$ cat src/source/rv_isa_pkg.sv
`default_nettype none

package rv_isa_pkg;

  typedef logic [6:0] opcode_t;
  typedef logic [4:0] reg_idx_t;
  typedef logic [2:0] fun3_t;
  typedef logic [6:0] fun7_t;

  // ALU class passed from ID to EXE
  typedef logic [1:0] alu_op_t;
  localparam alu_op_t ALU_OP_ADD    = 2'b00;
  localparam alu_op_t ALU_OP_BRANCH = 2'b01;
  localparam alu_op_t ALU_OP_R      = 2'b10;
  localparam alu_op_t ALU_OP_I      = 2'b11;

  typedef enum logic [3:0] {
    ADD, SUB, SLL, SLT, SLTU, XOR, SRL, SRA,
    OR, AND, MUL, MULH, MULHSU, MULHU, DIV_OP, REM_OP
  } alu_t;

  // funct3 of conditional branches
  typedef enum logic [2:0] {
    BEQ  = 3'b000,
    BNE  = 3'b001,
    BLT  = 3'b100,
    BGE  = 3'b101,
    BLTU = 3'b110,
    BGEU = 3'b111
  } branch_t;

  localparam opcode_t OP_LUI    = 7'b0110111;
  localparam opcode_t OP_AUIPC  = 7'b0010111;
  localparam opcode_t OP_JAL    = 7'b1101111;
  localparam opcode_t OP_JALR   = 7'b1100111;
  localparam opcode_t OP_BRANCH = 7'b1100011;
  localparam opcode_t OP_LOAD   = 7'b0000011;
  localparam opcode_t OP_STORE  = 7'b0100011;
  localparam opcode_t OP_IMM    = 7'b0010011;
  localparam opcode_t OP_REG    = 7'b0110011;
  localparam opcode_t OP_SYSTEM = 7'b1110011;

  // M extension marker and the shared shift-right funct3
  localparam fun7_t FUN7_MULDIV      = 7'b0000001;
  localparam fun3_t FUN3_SHIFT_RIGHT = 3'b101;

endpackage

`default_nettype wire
$ cat src/source/pipe_ctrl_pkg.sv
`default_nettype none

package pipe_ctrl_pkg;

  // writeback source select
  typedef logic [1:0] wb_sel_t;
  localparam wb_sel_t WB_ALU = 2'd0;
  localparam wb_sel_t WB_MEM = 2'd1;
  localparam wb_sel_t WB_PC4 = 2'd2;
  localparam wb_sel_t WB_CSR = 2'd3;

  typedef struct packed {
    logic                 reg_write;
    logic                 mem_write;
    wb_sel_t              mem_to_reg;
    logic                 branch;
    logic                 alu_src;
    logic                 jump;
    logic                 lui;
    logic                 auipc;
    logic                 jal;
    rv_isa_pkg::alu_op_t  alu_op;
    logic                 csr_type;
    logic                 use_rs1;
    logic                 use_rs2;
  } id_ctrl_t;

  typedef logic [1:0] fwd_sel_t;
  localparam fwd_sel_t FWD_NONE = 2'd0;
  localparam fwd_sel_t FWD_WB   = 2'd1;
  localparam fwd_sel_t FWD_MEM  = 2'd2;

  typedef struct packed {
    logic     rd1_id;
    logic     rd2_id;
    fwd_sel_t rd1_exe;
    fwd_sel_t rd2_exe;
    logic     rd2_mem;
  } fwd_t;

  // pipeline register indices within en and clr
  localparam int NUM_STAGE_REGS = 4;
  localparam int IF_ID   = 0;
  localparam int ID_EXE  = 1;
  localparam int EXE_MEM = 2;

  typedef struct packed {
    logic                      pc_en;
    logic [NUM_STAGE_REGS-1:0] en;
    logic [NUM_STAGE_REGS-1:0] clr;
  } stage_ctrl_t;

endpackage

`default_nettype wire

$ cat src/source/control_unit.sv
`timescale 1ns/1ps
`default_nettype none

module control_unit (
  input  logic                       clk,
  input  logic                       rst_n,
  input  rv_isa_pkg::opcode_t        opcode_id,
  input  rv_isa_pkg::fun7_t          fun7_exe,
  input  rv_isa_pkg::fun3_t          fun3_exe,
  input  rv_isa_pkg::alu_op_t        alu_op_exe,
  input  rv_isa_pkg::fun3_t          fun3_mem,
  input  logic                       zero_mem,
  input  logic                       jump_mem,
  input  logic                       branch_mem,
  input  logic                       mret_type,
  input  logic                       interrupt,
  input  logic                       divide_stall,
  input  logic                       stall_pipl,
  input  rv_isa_pkg::reg_idx_t       rs1_id,
  input  rv_isa_pkg::reg_idx_t       rs2_id,
  input  rv_isa_pkg::reg_idx_t       rs1_exe,
  input  rv_isa_pkg::reg_idx_t       rs2_exe,
  input  rv_isa_pkg::reg_idx_t       rs2_mem,
  input  rv_isa_pkg::reg_idx_t       rd_exe,
  input  rv_isa_pkg::reg_idx_t       rd_mem,
  input  rv_isa_pkg::reg_idx_t       rd_wb,
  input  logic                       reg_write_mem,
  input  logic                       reg_write_wb,
  input  logic                       mem_to_reg_exe,
  input  logic                       csr_type_exe,
  output pipe_ctrl_pkg::id_ctrl_t    id_ctrl,
  output logic                       invalid_inst,
  output rv_isa_pkg::alu_t           alu_ctrl_exe,
  output logic                       m_type_exe,
  output logic                       divide_instruction,
  output logic                       pc_sel_mem,
  output pipe_ctrl_pkg::fwd_t        fwd,
  output pipe_ctrl_pkg::stage_ctrl_t stage
);

  import rv_isa_pkg::*;

  // any redirect or trap return drops the illegal flag
  logic clear_invalid;
  assign clear_invalid = pc_sel_mem | interrupt | mret_type;

  decode_control dec_ctrl_inst (
    .clk          (clk),
    .rst_n        (rst_n),
    .opcode       (opcode_id),
    .clear_invalid(clear_invalid),
    .ctrl         (id_ctrl),
    .invalid_inst (invalid_inst)
  );

  alu_control alu_ctrl_inst (
    .fun3              (fun3_exe),
    .fun7              (fun7_exe),
    .alu_op            (alu_op_exe),
    .alu_ctrl          (alu_ctrl_exe),
    .m_type            (m_type_exe),
    .divide_instruction(divide_instruction)
  );

  branch_controller branch_ctrl_inst (
    .fun3  (branch_t'(fun3_mem)),
    .branch(branch_mem),
    .jump  (jump_mem),
    .zero  (zero_mem),
    .pc_sel(pc_sel_mem)
  );

  forwarding_unit fwd_unit_inst (
    .rs1_id       (rs1_id),
    .rs2_id       (rs2_id),
    .rs1_exe      (rs1_exe),
    .rs2_exe      (rs2_exe),
    .rs2_mem      (rs2_mem),
    .rd_mem       (rd_mem),
    .rd_wb        (rd_wb),
    .reg_write_mem(reg_write_mem),
    .reg_write_wb (reg_write_wb),
    .fwd          (fwd)
  );

  pipeline_controller pipe_ctrl_inst (
    .rst_n         (rst_n),
    .rs1_id        (rs1_id),
    .rs2_id        (rs2_id),
    .use_rs1       (id_ctrl.use_rs1),
    .use_rs2       (id_ctrl.use_rs2),
    .rd_exe        (rd_exe),
    .mem_to_reg_exe(mem_to_reg_exe),
    .csr_type_exe  (csr_type_exe),
    .pc_sel_mem    (pc_sel_mem),
    .stall_pipl    (stall_pipl),
    .divide_stall  (divide_stall),
    .stage         (stage)
  );

endmodule

`default_nettype wire

$ cat src/source/pipeline_controller.sv
`timescale 1ns/1ps
`default_nettype none

module pipeline_controller (
  input  logic                       rst_n,
  input  rv_isa_pkg::reg_idx_t       rs1_id,
  input  rv_isa_pkg::reg_idx_t       rs2_id,
  input  logic                       use_rs1,
  input  logic                       use_rs2,
  input  rv_isa_pkg::reg_idx_t       rd_exe,
  input  logic                       mem_to_reg_exe,
  input  logic                       csr_type_exe,
  input  logic                       pc_sel_mem,
  input  logic                       stall_pipl,
  input  logic                       divide_stall,
  output pipe_ctrl_pkg::stage_ctrl_t stage
);

  import pipe_ctrl_pkg::*;

  logic late_result_exe;
  logic src_match;
  logic load_hazard;
  logic freeze;

  // load and CSR results are not ready before MEM
  assign late_result_exe = mem_to_reg_exe | csr_type_exe;
  assign src_match = (use_rs1 && (rd_exe == rs1_id)) || (use_rs2 && (rd_exe == rs2_id));
  assign load_hazard = late_result_exe && (rd_exe != '0) && src_match;
  assign freeze = stall_pipl | divide_stall;

  always_comb begin
    stage.pc_en = 1'b1;
    stage.en = '1;
    stage.clr = '0;
    if (!rst_n) begin
      stage.pc_en = 1'b0;
      stage.en = '0;
      stage.clr = '1;
    end else if (freeze) begin
      // everything in flight holds its place
      stage.pc_en = 1'b0;
      stage.en = '0;
    end else if (pc_sel_mem) begin
      // flush the three younger instructions
      stage.clr[IF_ID] = 1'b1;
      stage.clr[ID_EXE] = 1'b1;
      stage.clr[EXE_MEM] = 1'b1;
    end else if (load_hazard) begin
      // hold PC and IF/ID, insert a bubble into EXE
      stage.pc_en = 1'b0;
      stage.en[IF_ID] = 1'b0;
      stage.clr[ID_EXE] = 1'b1;
    end
  end

  always_comb begin
    a_clr_needs_en: assert final (!rst_n || ((stage.clr & ~stage.en) == '0))
      else $error("clear without enable: en=%b clr=%b", stage.en, stage.clr);
  end

endmodule

`default_nettype wire

$ cat src/source/forwarding_unit.sv
`timescale 1ns/1ps
`default_nettype none

module forwarding_unit (
  input  rv_isa_pkg::reg_idx_t rs1_id,
  input  rv_isa_pkg::reg_idx_t rs2_id,
  input  rv_isa_pkg::reg_idx_t rs1_exe,
  input  rv_isa_pkg::reg_idx_t rs2_exe,
  input  rv_isa_pkg::reg_idx_t rs2_mem,
  input  rv_isa_pkg::reg_idx_t rd_mem,
  input  rv_isa_pkg::reg_idx_t rd_wb,
  input  logic                 reg_write_mem,
  input  logic                 reg_write_wb,
  output pipe_ctrl_pkg::fwd_t  fwd
);

  import rv_isa_pkg::*;
  import pipe_ctrl_pkg::*;

  // x0 is never a forwarding source
  function automatic logic hit(input logic wr, input reg_idx_t rd, input reg_idx_t rs);
    return wr && (rd != '0) && (rd == rs);
  endfunction

  // the younger MEM result has priority over WB
  function automatic fwd_sel_t exe_sel(input logic mem_hit, input logic wb_hit);
    if (mem_hit) begin
      return FWD_MEM;
    end else if (wb_hit) begin
      return FWD_WB;
    end
    return FWD_NONE;
  endfunction

  always_comb begin
    // register file bypass in ID
    fwd.rd1_id = hit(reg_write_wb, rd_wb, rs1_id);
    fwd.rd2_id = hit(reg_write_wb, rd_wb, rs2_id);
    fwd.rd1_exe = exe_sel(hit(reg_write_mem, rd_mem, rs1_exe),
                          hit(reg_write_wb, rd_wb, rs1_exe));
    fwd.rd2_exe = exe_sel(hit(reg_write_mem, rd_mem, rs2_exe),
                          hit(reg_write_wb, rd_wb, rs2_exe));
    // store data for a load followed by a store
    fwd.rd2_mem = hit(reg_write_wb, rd_wb, rs2_mem);
  end

endmodule

`default_nettype wire

$ cat src/source/branch_controller.sv
`timescale 1ns/1ps
`default_nettype none

module branch_controller (
  input  rv_isa_pkg::branch_t fun3,
  input  logic                branch,
  input  logic                jump,
  input  logic                zero,
  output logic                pc_sel
);

  import rv_isa_pkg::*;

  logic cond_met;

  // SLT and SLTU leave zero when the less-than test fails
  always_comb begin
    unique case (fun3)
      BEQ, BGE, BGEU: cond_met = zero;
      BNE, BLT, BLTU: cond_met = !zero;
      default:        cond_met = 1'b0;
    endcase
  end

  assign pc_sel = jump | (branch & cond_met);

  always_comb begin
    a_branch_fun3: assert final (!branch || (fun3 != 3'b010 && fun3 != 3'b011))
      else $error("branch with reserved funct3 %b", fun3);
  end

endmodule

`default_nettype wire

$ cat src/source/alu_control.sv
`timescale 1ns/1ps
`default_nettype none

module alu_control (
  input  rv_isa_pkg::fun3_t   fun3,
  input  rv_isa_pkg::fun7_t   fun7,
  input  rv_isa_pkg::alu_op_t alu_op,
  output rv_isa_pkg::alu_t    alu_ctrl,
  output logic                m_type,
  output logic                divide_instruction
);

  import rv_isa_pkg::*;

  // base integer op; alt selects SUB or SRA
  function automatic alu_t base_op(input fun3_t f3, input logic alt);
    unique case (f3)
      3'b000:           return alt ? SUB : ADD;
      3'b001:           return SLL;
      3'b010:           return SLT;
      3'b011:           return SLTU;
      3'b100:           return XOR;
      FUN3_SHIFT_RIGHT: return alt ? SRA : SRL;
      3'b110:           return OR;
      default:          return AND;
    endcase
  endfunction

  always_comb begin
    alu_ctrl = ADD;
    m_type = 1'b0;
    divide_instruction = 1'b0;
    unique case (alu_op)
      ALU_OP_ADD: alu_ctrl = ADD;
      ALU_OP_BRANCH: begin
        // compare by subtraction or set-less-than
        unique case (fun3)
          BLT, BGE:   alu_ctrl = SLT;
          BLTU, BGEU: alu_ctrl = SLTU;
          default:    alu_ctrl = SUB;
        endcase
      end
      ALU_OP_R: begin
        if (fun7 == FUN7_MULDIV) begin
          m_type = 1'b1;
          if (fun3[2]) begin
            divide_instruction = 1'b1;
            alu_ctrl = fun3[1] ? REM_OP : DIV_OP;
          end else begin
            unique case (fun3[1:0])
              2'b00:   alu_ctrl = MUL;
              2'b01:   alu_ctrl = MULH;
              2'b10:   alu_ctrl = MULHSU;
              default: alu_ctrl = MULHU;
            endcase
          end
        end else begin
          alu_ctrl = base_op(fun3, fun7[5]);
        end
      end
      default: begin
        // immediates have no SUB, only SRAI looks at fun7
        alu_ctrl = base_op(fun3, (fun3 == FUN3_SHIFT_RIGHT) && fun7[5]);
      end
    endcase
  end

endmodule

`default_nettype wire

$ cat src/source/decode_control.sv
`timescale 1ns/1ps
`default_nettype none

module decode_control (
  input  logic                    clk,
  input  logic                    rst_n,
  input  rv_isa_pkg::opcode_t     opcode,
  input  logic                    clear_invalid,
  output pipe_ctrl_pkg::id_ctrl_t ctrl,
  output logic                    invalid_inst
);

  import rv_isa_pkg::*;
  import pipe_ctrl_pkg::*;

  logic illegal_opcode;

  always_comb begin
    ctrl = '0;
    ctrl.mem_to_reg = WB_ALU;
    ctrl.alu_op = ALU_OP_ADD;
    illegal_opcode = 1'b0;
    unique case (opcode)
      OP_LUI: begin
        ctrl.reg_write = 1'b1;
        ctrl.alu_src = 1'b1;
        ctrl.lui = 1'b1;
      end
      OP_AUIPC: begin
        ctrl.reg_write = 1'b1;
        ctrl.alu_src = 1'b1;
        ctrl.auipc = 1'b1;
      end
      OP_JAL: begin
        ctrl.reg_write = 1'b1;
        ctrl.jump = 1'b1;
        ctrl.jal = 1'b1;
        ctrl.mem_to_reg = WB_PC4;
      end
      OP_JALR: begin
        ctrl.reg_write = 1'b1;
        ctrl.alu_src = 1'b1;
        ctrl.jump = 1'b1;
        ctrl.mem_to_reg = WB_PC4;
        ctrl.use_rs1 = 1'b1;
      end
      OP_BRANCH: begin
        ctrl.branch = 1'b1;
        ctrl.alu_op = ALU_OP_BRANCH;
        ctrl.use_rs1 = 1'b1;
        ctrl.use_rs2 = 1'b1;
      end
      OP_LOAD: begin
        ctrl.reg_write = 1'b1;
        ctrl.alu_src = 1'b1;
        ctrl.mem_to_reg = WB_MEM;
        ctrl.use_rs1 = 1'b1;
      end
      OP_STORE: begin
        ctrl.mem_write = 1'b1;
        ctrl.alu_src = 1'b1;
        ctrl.use_rs1 = 1'b1;
        ctrl.use_rs2 = 1'b1;
      end
      OP_IMM: begin
        ctrl.reg_write = 1'b1;
        ctrl.alu_src = 1'b1;
        ctrl.alu_op = ALU_OP_I;
        ctrl.use_rs1 = 1'b1;
      end
      OP_REG: begin
        ctrl.reg_write = 1'b1;
        ctrl.alu_op = ALU_OP_R;
        ctrl.use_rs1 = 1'b1;
        ctrl.use_rs2 = 1'b1;
      end
      OP_SYSTEM: begin
        ctrl.reg_write = 1'b1;
        ctrl.csr_type = 1'b1;
        ctrl.mem_to_reg = WB_CSR;
        ctrl.use_rs1 = 1'b1;
      end
      default: begin
        // unknown opcode behaves as a bubble
        ctrl = '0;
        illegal_opcode = 1'b1;
      end
    endcase
  end

  // sticky until a redirect, interrupt or mret
  always_ff @(posedge clk) begin
    if (!rst_n) begin
      invalid_inst <= 1'b0;
    end else if (clear_invalid) begin
      invalid_inst <= 1'b0;
    end else if (illegal_opcode) begin
      invalid_inst <= 1'b1;
    end
  end

  a_no_write_conflict: assert property (@(posedge clk) disable iff (!rst_n)
    !(ctrl.reg_write && ctrl.mem_write));

endmodule

`default_nettype wire

$ cat config.mk
export PLATFORM = sky130hd
export DESIGN_NAME = control_unit
export DESIGN_NICKNAME = d
export VERILOG_FILES = /design/src/source/rv_isa_pkg.sv /design/src/source/pipe_ctrl_pkg.sv /design/src/source/control_unit.sv /design/src/source/pipeline_controller.sv /design/src/source/forwarding_unit.sv /design/src/source/branch_controller.sv /design/src/source/alu_control.sv /design/src/source/decode_control.sv
export SDC_FILE = /design/constraint.sdc
export NUM_CORES = 1
export LEC_CHECK = 0
export ABC_AREA = 1
export ABC_CLOCK_PERIOD_IN_PS = 1500
export BUFFER_PORTS_ARGS = -buffer_cell sky130_fd_sc_hd__clkbuf_2
export CAP_MARGIN = 20
export CORE_ASPECT_RATIO = 0.7
export CORE_MARGIN = 3
export CORE_UTILIZATION = 34
export DETAILED_ROUTE_END_ITERATION = 7
export GPL_ROUTABILITY_DRIVEN = 0
export MAX_ROUTING_LAYER = met4
export PLACE_DENSITY = 0.88
export SLEW_MARGIN = 20
export SYNTH_ARGS = -nofsm -noshare
export SYNTH_HDL_FRONTEND = slang
export SYNTH_SLANG_ARGS = --single-unit
$ cat constraint.sdc
create_clock -name clk -period 1.5 [get_ports clk]
set_clock_uncertainty 0.15 [all_clocks]
set_input_delay 0.3 -clock clk [delete_from_list [all_inputs] [get_ports clk]]
set_output_delay 0.3 -clock clk [all_outputs]
set_load 0.01 [all_outputs]
==> impl_results.md, run 1 <==
- Status: stopped before the end
- Last flow stage reached: global routing
- Err: [ERROR GRT-0232] Routing congestion too high. Check the congestion heatmap in the GUI.
- Total Routing Usage GR: 0.619
- Async set-reset flop share out of synthesis: 0
- Unique masters post-synth: 26
- Overflow after GRT: 10
- Synth Area per Inst: 5.79 µm²
- Initial Utilization: 0.368
- Main synth FF type: dfxtp_1
- Largest net degree at the start of global routing: 7
- Syn nets: around 280
- Post-DP HPWL: 4.74 mm
- Mapped Area: 1200 µm²
- Worst_ep kind: top-level output
- Die width: 77.0 µm
- #FFs+latches synth: 1
- Post-synth EDFFs: 0
- Crit. endpoint post-GRT repair: stage[4]
- DIE HEIGHT: 55.7 µm
- Cells after synthesis: 207
- I/O pins: around 110
- Setup WS pre-CTS: -466 ps
- I/O Buffers: around 110
- Synth warnings: 0
- FP Rows: 17
- Register area share after synthesis: 0.0167
synthesized netlist by cell type, types with 2 or more instances:
cell type / number / area (µm²)
xor2_1: 17 / 149
nand2_1: 33 / 124
nor2_1: 22 / 82.6
nor2_2: 2 / 12.5
nand2_2: 7 / 43.8
inv_2: 7 / 26.3
a21oi_1: 4 / 20.0
o21ai_0: 7 / 35.0
inv_1: 19 / 71.3
nand3_1: 20 / 100
buf_2: 5 / 25.0
nor3_1: 7 / 35.0
nand4_1: 4 / 25.0
nor4_1: 6 / 37.5
xnor2_1: 29 / 254
o211ai_1: 3 / 22.5
buf_4: 6 / 45.0
metrics by stage:
stage | instances | instance area, µm²
floorplan | 207 | 1310
global placement | 406 | 2210
detailed placement | 406 | 2210
CTS | 416 | 2790
layer usage:
| metal | overflow | GRT usage |
|---|---|---|
| met1 | 0 | 0.564 |
| met2 | 4 | 0.814 |
| met3 | 0 | 0.429 |
| met4 | 6 | 0.661 |
| met5 | - | - |
repair_timing:
item,in CTS
setup endpoints to repair,33
pin swaps,32
resized for setup,94
hold buffers,0
buffers inserted,12
cells by family after synthesis:
kind of cell	share of synthesized area
xor gates and xnor gates	0.336
buffers and inverters	0.140
AOI/OAI and AO/OA	0.0720
DFF	0.0167
and+or+nand+nor	0.435
==> run 2, diff against run 1 <==
--- a/config.mk
+++ b/config.mk
@@ -6,16 +6,14 @@
 export NUM_CORES = 1
 export LEC_CHECK = 0
 export ABC_AREA = 1
-export ABC_CLOCK_PERIOD_IN_PS = 1500
+export ABC_CLOCK_PERIOD_IN_PS = 1950
 export BUFFER_PORTS_ARGS = -buffer_cell sky130_fd_sc_hd__clkbuf_2
 export CAP_MARGIN = 20
-export CORE_ASPECT_RATIO = 0.7
-export CORE_MARGIN = 3
-export CORE_UTILIZATION = 34
+export CORE_AREA = 3 3 64 66
 export DETAILED_ROUTE_END_ITERATION = 7
+export DIE_AREA = 0 0 67 69
 export GPL_ROUTABILITY_DRIVEN = 0
-export MAX_ROUTING_LAYER = met4
-export PLACE_DENSITY = 0.88
+export PLACE_DENSITY_LB_ADDON = 0.15
 export SLEW_MARGIN = 20
 export SYNTH_ARGS = -nofsm -noshare
 export SYNTH_HDL_FRONTEND = slang
==> constraint.sdc (replaced) <==
create_clock -name clk -period 1.95 [get_ports clk]
set_clock_uncertainty 0.15 [all_clocks]
set_input_delay 0.39 -clock clk [delete_from_list [all_inputs] [get_ports clk]]
set_output_delay 0.39 -clock clk [all_outputs]
set_load 0.01 [all_outputs]
==> run 2 against run 1 <==
Compared with the run above: the flow now finishes, with violations (setup timing); synthesized area did not move; synthesized cell count did not move.
==> impl_results.md, run 2 <==
- Maxcap violations: 0
- DP Area: 1900 µm² (was 2210 µm²)
- Cell mode on critical path: nand2_2
- Cells after synthesis: 207 (unchanged)
- Final setup viols: 3
- Pins Over Slew Limit: 0
- FP Rows: 22 (was 17)
- Synth warnings: 0 (unchanged)
- Startpoint types: input pin
- Most common cell after layout, fill and taps aside: clkbuf_2
- Syn nets: 282 (unchanged)
- Most frequent cells in the layout: clkbuf_2 (102), nand2_1 (30), xnor2_1 (29), buf_4 (20)
- Buffers and inverters on the worst path: 4
- Clk Latency, worst-skew pair: 0 ps
- Main synth FF type: dfxtp_1 (unchanged)
- Largest net degree at the start of global routing: 8
- Power density over cell area: 190 nW/µm²
- Synth area leader: xnor2_1 (unchanged)
- Layout Nets: 407
- Final hold slack: about 290 ps
- Worst setup path startpoint: opcode_id[2]
- LEAKAGE: 1.14 nW
- Register area: 20.0 µm²
- Worst-path clk slew: 0 ps
- Async set-reset flop share out of synthesis: 0 (unchanged)
- CP Class: input pin to output port
- DR pass1 iterations: 4
- Wire per inst: 10.2 µm
- Slew headroom: 0.753
- Unrepaired setup endpoints after global routing: true
- Worst slew pin tran: 368 ps
- Post-route cell area: just over 2000 µm²
- Overflow after GRT: 0
- Initial Utilization: 0.330 (was 0.368)
- Worst min path class: register to register
- Crit path max-delay family: simple AND/OR/NAND/NOR gates
- CP cell instances: buf_6 > inv_4 > nand2_4 > nor2_4 > nand2_2 > o21ai_2 > nand3_1 > nand2_2 > nand3_2 > nand2_1 > inv_1 > buf_2
- Most frequent cells after synthesis: nand2_1 (33), xnor2_1 (29), nor2_1 (22) (unchanged)
- Initial antenna violation count: 0
- Power Total: 0.383 mW
- DRT Wirelength: 3.86 mm
- Slowest cell on crit path: nor2_4
- Footprint of the multi-input gates: 1080 µm²
- Top reg by flops: dec_ctrl_inst.invalid_inst
- Arrival time worst endpoint: 1460 ps
- First-pass GRT wire length: 6.10 mm
- DRT iter0 DRCs: 49
- Post-layout min period: 2000 ps
- Vias in the first global route: 1503
- Share of the synthesized area in the top cell type: 0.212 (unchanged)
- Status: finished with violations (was stopped before the end)
- I/O Buffers: 113 (unchanged)
- Slack of the critical path: -48.4 ps
- R2R Setup Slk: between 1000 and 1500 ps
- Worst reg2reg endpoint: dec_ctrl_inst.invalid_inst
- I/O pins: 114 (unchanged)
- Post-route ant nets: 0
- Regs by FF count: dec_ctrl_inst.invalid_inst: 1 flops
- DIE HEIGHT: 69 µm (was 55.7 µm)
- Area Overhead vs Synth: 68.5%
- Die ar.: 4620 µm²
- Setup crit end kind: output port
- Critical Path Sink: stage[4]
- Die width: 67 µm (was 77.0 µm)
- Fin crit share: 1.02
- Mapped Area: 1200 µm² (unchanged)
- Fillcell total: between 400 and 500
- Total Routing Usage GR: 0.153
- Max Freq: around 500 MHz
- ANT cells: 0
- Area contributors post-synth: xnor2_1 (21%), xor2_1 (12%), nand2_1 (10%) (unchanged)
- Routed via count: 1668
- Post-synth EDFFs: 0 (unchanged)
- CP peak stage delay: 180 ps
- R2R depth: 2
- Synth Area per Inst: 5.79 µm² (unchanged)
- TNS Setup: -106 ps
- Most instantiated library cell after synthesis: nand2_1 (unchanged)
- Crit path required time: about 1400 ps
- WP depth: 12
- Fin cells: 378
- Hold Vio Cnt, Final: 0
- Post-DP HPWL: 3.35 mm (was 4.74 mm)
- VDD IR-drop max: 0.0890 mV
- Core area: 3630 µm²
- Critical-path maximum fanout: 6
- Unique masters post-synth: 26 (unchanged)
- Max reg flops: 1
- Violated checks: setup timing
- Ratio of cells with drive above 1 in the final layout: 0.503
- Vias/cell: 4.41
- Register area share after synthesis: 0.0167 (unchanged)
- #FFs+latches synth: 1 (unchanged)
- Dpl cells: 376 (was 406)
- DRC Markers: 0
- Reg-to-reg critical path startpoint: dec_ctrl_inst.invalid_inst
-- run 2: worst register-to-register path, delay by kind of cell, from the launching register on --
kind | cells | cell delay (ps)
DFF | 1 | 300
AOI/OAI and AO/OA | 1 | 120
buffers and inverters | 1 | 40
-- run 2: report_power, final --
group | leakage (nW) | switching (mW) | internal (mW)
Clock | 0 | 0 | 0
Sequential | 0.00811 | 0.000246 | 0.0214
Combinational | 1.13 | 0.183 | 0.179
-- run 2: area by class of cell --
class / instances / share of cell area
Multi-Input combinational cell: 169 / 0.536
Timing Repair Buffer: 134 / 0.371
Inverter: 26 / 0.0533
Tap cell: 48 / 0.0297
Sequential cell: 1 / 0.00991
-- run 2: worst min path at each step --
stage                               start                          to  slack, ps  cells after the start
4_1_cts        dec_ctrl_inst.invalid_inst  dec_ctrl_inst.invalid_inst        290                      2
5_1_grt        dec_ctrl_inst.invalid_inst  dec_ctrl_inst.invalid_inst        300                      2
3_5_place_dp   dec_ctrl_inst.invalid_inst  dec_ctrl_inst.invalid_inst        290                      2
6_report       dec_ctrl_inst.invalid_inst  dec_ctrl_inst.invalid_inst        290                      2
3_3_place_gp   dec_ctrl_inst.invalid_inst  dec_ctrl_inst.invalid_inst        290                      2
2_1_floorplan  dec_ctrl_inst.invalid_inst  dec_ctrl_inst.invalid_inst        320                      2
-- run 2: per-layer routing --
metal / up-vias / wire [µm] / share of wire / GRT usage
li1: 909 / - / - / -
met1: 693 / 1670 / 0.43 / 0.210
met2: 66 / 1820 / 0.47 / 0.265
met3: 0 / 360 / 0.093 / 0.0195
met4: 0 / 0 / 0 / 0
met5: - / 0 / 0 / 0
-- run 2: through the flow --
| step | utilization | setup slack, ps |
|---|---|---|
| after floorplan | - | 90.2 |
| after global placement | 0.522 | -31.0 |
| after detailed placement | 0.522 | -47.9 |
| after CTS | 0.523 | -35.6 |
| after global routing | 0.556 | -186 |
| final | 0.556 | -48.4 |
-- run 2: timing repair --
action | 4_1_cts | 5_1_grt
setup endpoints to repair | 3 | 13
setup buffers | 0 | 2
pin swaps | 0 | 14
resized for setup | 1 | 37
hold buffers | 0 | 0
-- run 2: cell families after synthesis --
family | after synthesis | synth area share
AND/OR/NAND/NOR | 108 | 0.435
XOR/XNOR | 46 | 0.336
buffers and inverters | 37 | 0.140
AO/OA/AOI/OAI | 15 | 0.0720
flip-flops | 1 | 0.0167
Power figures use the tool's default switching activity.
==> run 3, diff against run 2 <==
--- a/config.mk
+++ b/config.mk
@@ -9,9 +9,9 @@
 export ABC_CLOCK_PERIOD_IN_PS = 1950
 export BUFFER_PORTS_ARGS = -buffer_cell sky130_fd_sc_hd__clkbuf_2
 export CAP_MARGIN = 20
-export CORE_AREA = 3 3 64 66
+export CORE_MARGIN = 2
+export CORE_UTILIZATION = 28
 export DETAILED_ROUTE_END_ITERATION = 7
-export DIE_AREA = 0 0 67 69
 export GPL_ROUTABILITY_DRIVEN = 0
 export PLACE_DENSITY_LB_ADDON = 0.15
 export SLEW_MARGIN = 20
==> run 3 against run 2 <==
Compared with the run above: the flow still finishes with violations (setup timing); worst hold slack got worse by 3.6 ps; first-iteration DRC count up 45%; flip-flop and latch count stayed put; cell count is 1.9% higher; utilization shrank 2.3 points; sequential share of layout area down 0.066 points; largest cell class unchanged; maximum frequency grew 1.7%; die area rose by 4.3%.
==> impl_results.md, run 3 (synthesis results as in run 2) <==
- Startpoint types: input pin (unchanged)
- Maxcap violations: 0 (unchanged)
- DP Area: 1890 µm² (was 1900 µm²)
- Final hold slack: 286 ps (was 290 ps)
- First-pass GRT wire length: 6.36 mm (was 6.10 mm)
- Setup crit end kind: output port (unchanged)
- Power density over cell area: 189 nW/µm² (was 190 nW/µm²)
- Slew headroom: 0.760 (was 0.753)
- Core area: 4060 µm² (was 3630 µm²)
- DR pass1 iterations: 5 (was 4)
- Wire per inst: 10.8 µm (was 10.2 µm)
- CP peak stage delay: 160 ps (was 180 ps)
- Setup WS pre-CTS: -61.9 ps (was -47.9 ps)
- Hold Vio Cnt, Final: 0 (unchanged)
- Largest net degree at the start of global routing: 8 (unchanged)
- Slack of the critical path: -14.1 ps (was -48.4 ps)
- DRT Wirelength: 4.15 mm (was 3.86 mm)
- Vias in the first global route: 1532 (was 1503)
- I/O pins: 114 (unchanged)
- Worst-path clk slew: 0 ps (about the same)
- Routed via count: 1755 (was 1668)
- Critical-path maximum fanout: 5 (was 6)
- Cts hold-fix bufs: 0 (unchanged)
- Post-DP HPWL: 3.34 mm (was 3.35 mm)
- Die ar.: 4820 µm² (was 4620 µm²)
- Status: finished with violations (unchanged)
- Area Overhead vs Synth: 80.5% (was 68.5%)
- Final setup viols: 4 (was 3)
- Worst setup path startpoint: opcode_id[3] (was opcode_id[2])
- LEAKAGE: 1.20 nW (was 1.14 nW)
- Worst min path class: register to register (unchanged)
- Layout Nets: 412 (was 407)
- Arrival time worst endpoint: 1420 ps (was 1460 ps)
- Fin crit share: 1.01 (was 1.02)
- Hold Path Origin: dec_ctrl_inst.invalid_inst (unchanged)
- Max reg flops: 1 (unchanged)
- Violated checks: setup timing (unchanged)
- Post-route cell area: 2160 µm² (was 2020 µm²)
- Worst slew pin tran: 357 ps (was 368 ps)
- Die width: 69.4 µm (was 67 µm)
- Cell mode on critical path: nand2_1 (was nand2_2)
- ANT cells: 0 (unchanged)
- DIE HEIGHT: 69.4 µm (was 69 µm)
- Unrepaired setup endpoints after global routing: true (unchanged)
- Regs by FF count: dec_ctrl_inst.invalid_inst: 1 flops (unchanged)
- Post-route ant nets: 0 (unchanged)
- Overflow after GRT: 0 (unchanged)
- Most common cell after layout, fill and taps aside: clkbuf_2 (unchanged)
- Max Freq: 509 MHz (was 500 MHz)
- FP Rows: 23 (was 22)
- Layout Utilization: 0.533 (was 0.556)
- CP cell instances: buf_8 > inv_6 > nand2_4 > nor2_4 > buf_4 > buf_6 > nand4_1 > nand2_1 > nor2_2 > nand2_1 > buf_2 (was buf_6 > inv_4 > nand2_4 > nor2_4 > nand2_2 > o21ai_2 > nand3_1 > nand2_2 > nand3_2 > nand2_1 > inv_1 > buf_2)
- Post-layout min period: 1960 ps (was 2000 ps)
- Initial antenna violation count: 0 (unchanged)
- Crit path required time: 1410 ps (about the same)
- CP Class: input pin to output port (unchanged)
- Reg-to-reg critical path startpoint: dec_ctrl_inst.invalid_inst (unchanged)
- Slowest cell on crit path: nor2_4 (unchanged)
- Initial Utilization: 0.295 (was 0.330)
- DRT iter0 DRCs: 71 (was 49)
- DRC Markers: 0 (unchanged)
- Total Routing Usage GR: 0.146 (was 0.153)
- Vias/cell: 4.56 (was 4.41)
- VDD IR-drop max: 0.0901 mV (was 0.0890 mV)
- Pins Over Slew Limit: 0 (unchanged)
- Clk Latency, worst-skew pair: 0 ps (about the same)
- Top reg by flops: dec_ctrl_inst.invalid_inst (unchanged)
- Ratio of cells with drive above 1 in the final layout: 0.552 (was 0.503)
- I/O Buffers: 113 (unchanged)
- TNS Setup: -45.3 ps (was -106 ps)
- Most frequent cells in the layout: clkbuf_2 (94), xnor2_1 (29), nand2_1 (26), buf_4 (24) (was clkbuf_2 (102), nand2_1 (30), xnor2_1 (29), buf_4 (20))
run 3: cell count changes in the layout (fill, tap and decap cells not counted), sizes merged:
cell and change:
clkbuf -6, buf +11
run 3: where the power goes:
group	leakage (nW)	internal, mW	switching [mW]
logic	1.19	0.194	0.193
registers	0.00811	0.0214	0.000214
clock network	0	0	0
run 3: area by class of cell:
type	count	area, µm²
Fill cell	427	1890
Inverter	26	110
Multi-Input combinational cell	169	1130
Sequential cell	1	20.0
Tap cell	50	62.6
Timing Repair Buffer	139	843
run 3: critical path, delay by kind of cell:
| family | cells | cell delay, ps |
|---|---|---|
| buffers and inverters | 5 | 490 |
| AND/OR/NAND/NOR | 6 | 550 |
run 3: through the flow:
step / power, mW / cells
finish: 0.408 / 385
floorplan: 0.205 / 207
global placement: 0.360 / 377
CTS: 0.369 / 382
global route: 0.448 / 385
detailed placement: 0.361 / 377
run 3: what timing repair did:
action | CTS | global route
endpoints found under the setup margin | 5 | 20
buffers inserted | 5 | 4
gates resized for setup | 6 | 64
pin swaps | 2 | 16
run 3: path summary, 6_finish.rpt:
path	endpoint	slack (ps)	cells past startpoint
worst max-delay path	id_ctrl[14]	-10	11
worst max register to register	dec_ctrl_inst.invalid_inst	1270	2
worst min register to register	dec_ctrl_inst.invalid_inst	290	2
worst min-delay path	dec_ctrl_inst.invalid_inst	290	2
run 3: metal layers:
metal / global-route usage / wire length (µm) / vias to the layer above
li1: - / - / 922
met1: 0.202 / 1780 / 769
met2: 0.268 / 2110 / 62
met3: 0.00436 / 235 / 2
met4: 0 / 19 / 0
met5: 0 / 0 / -
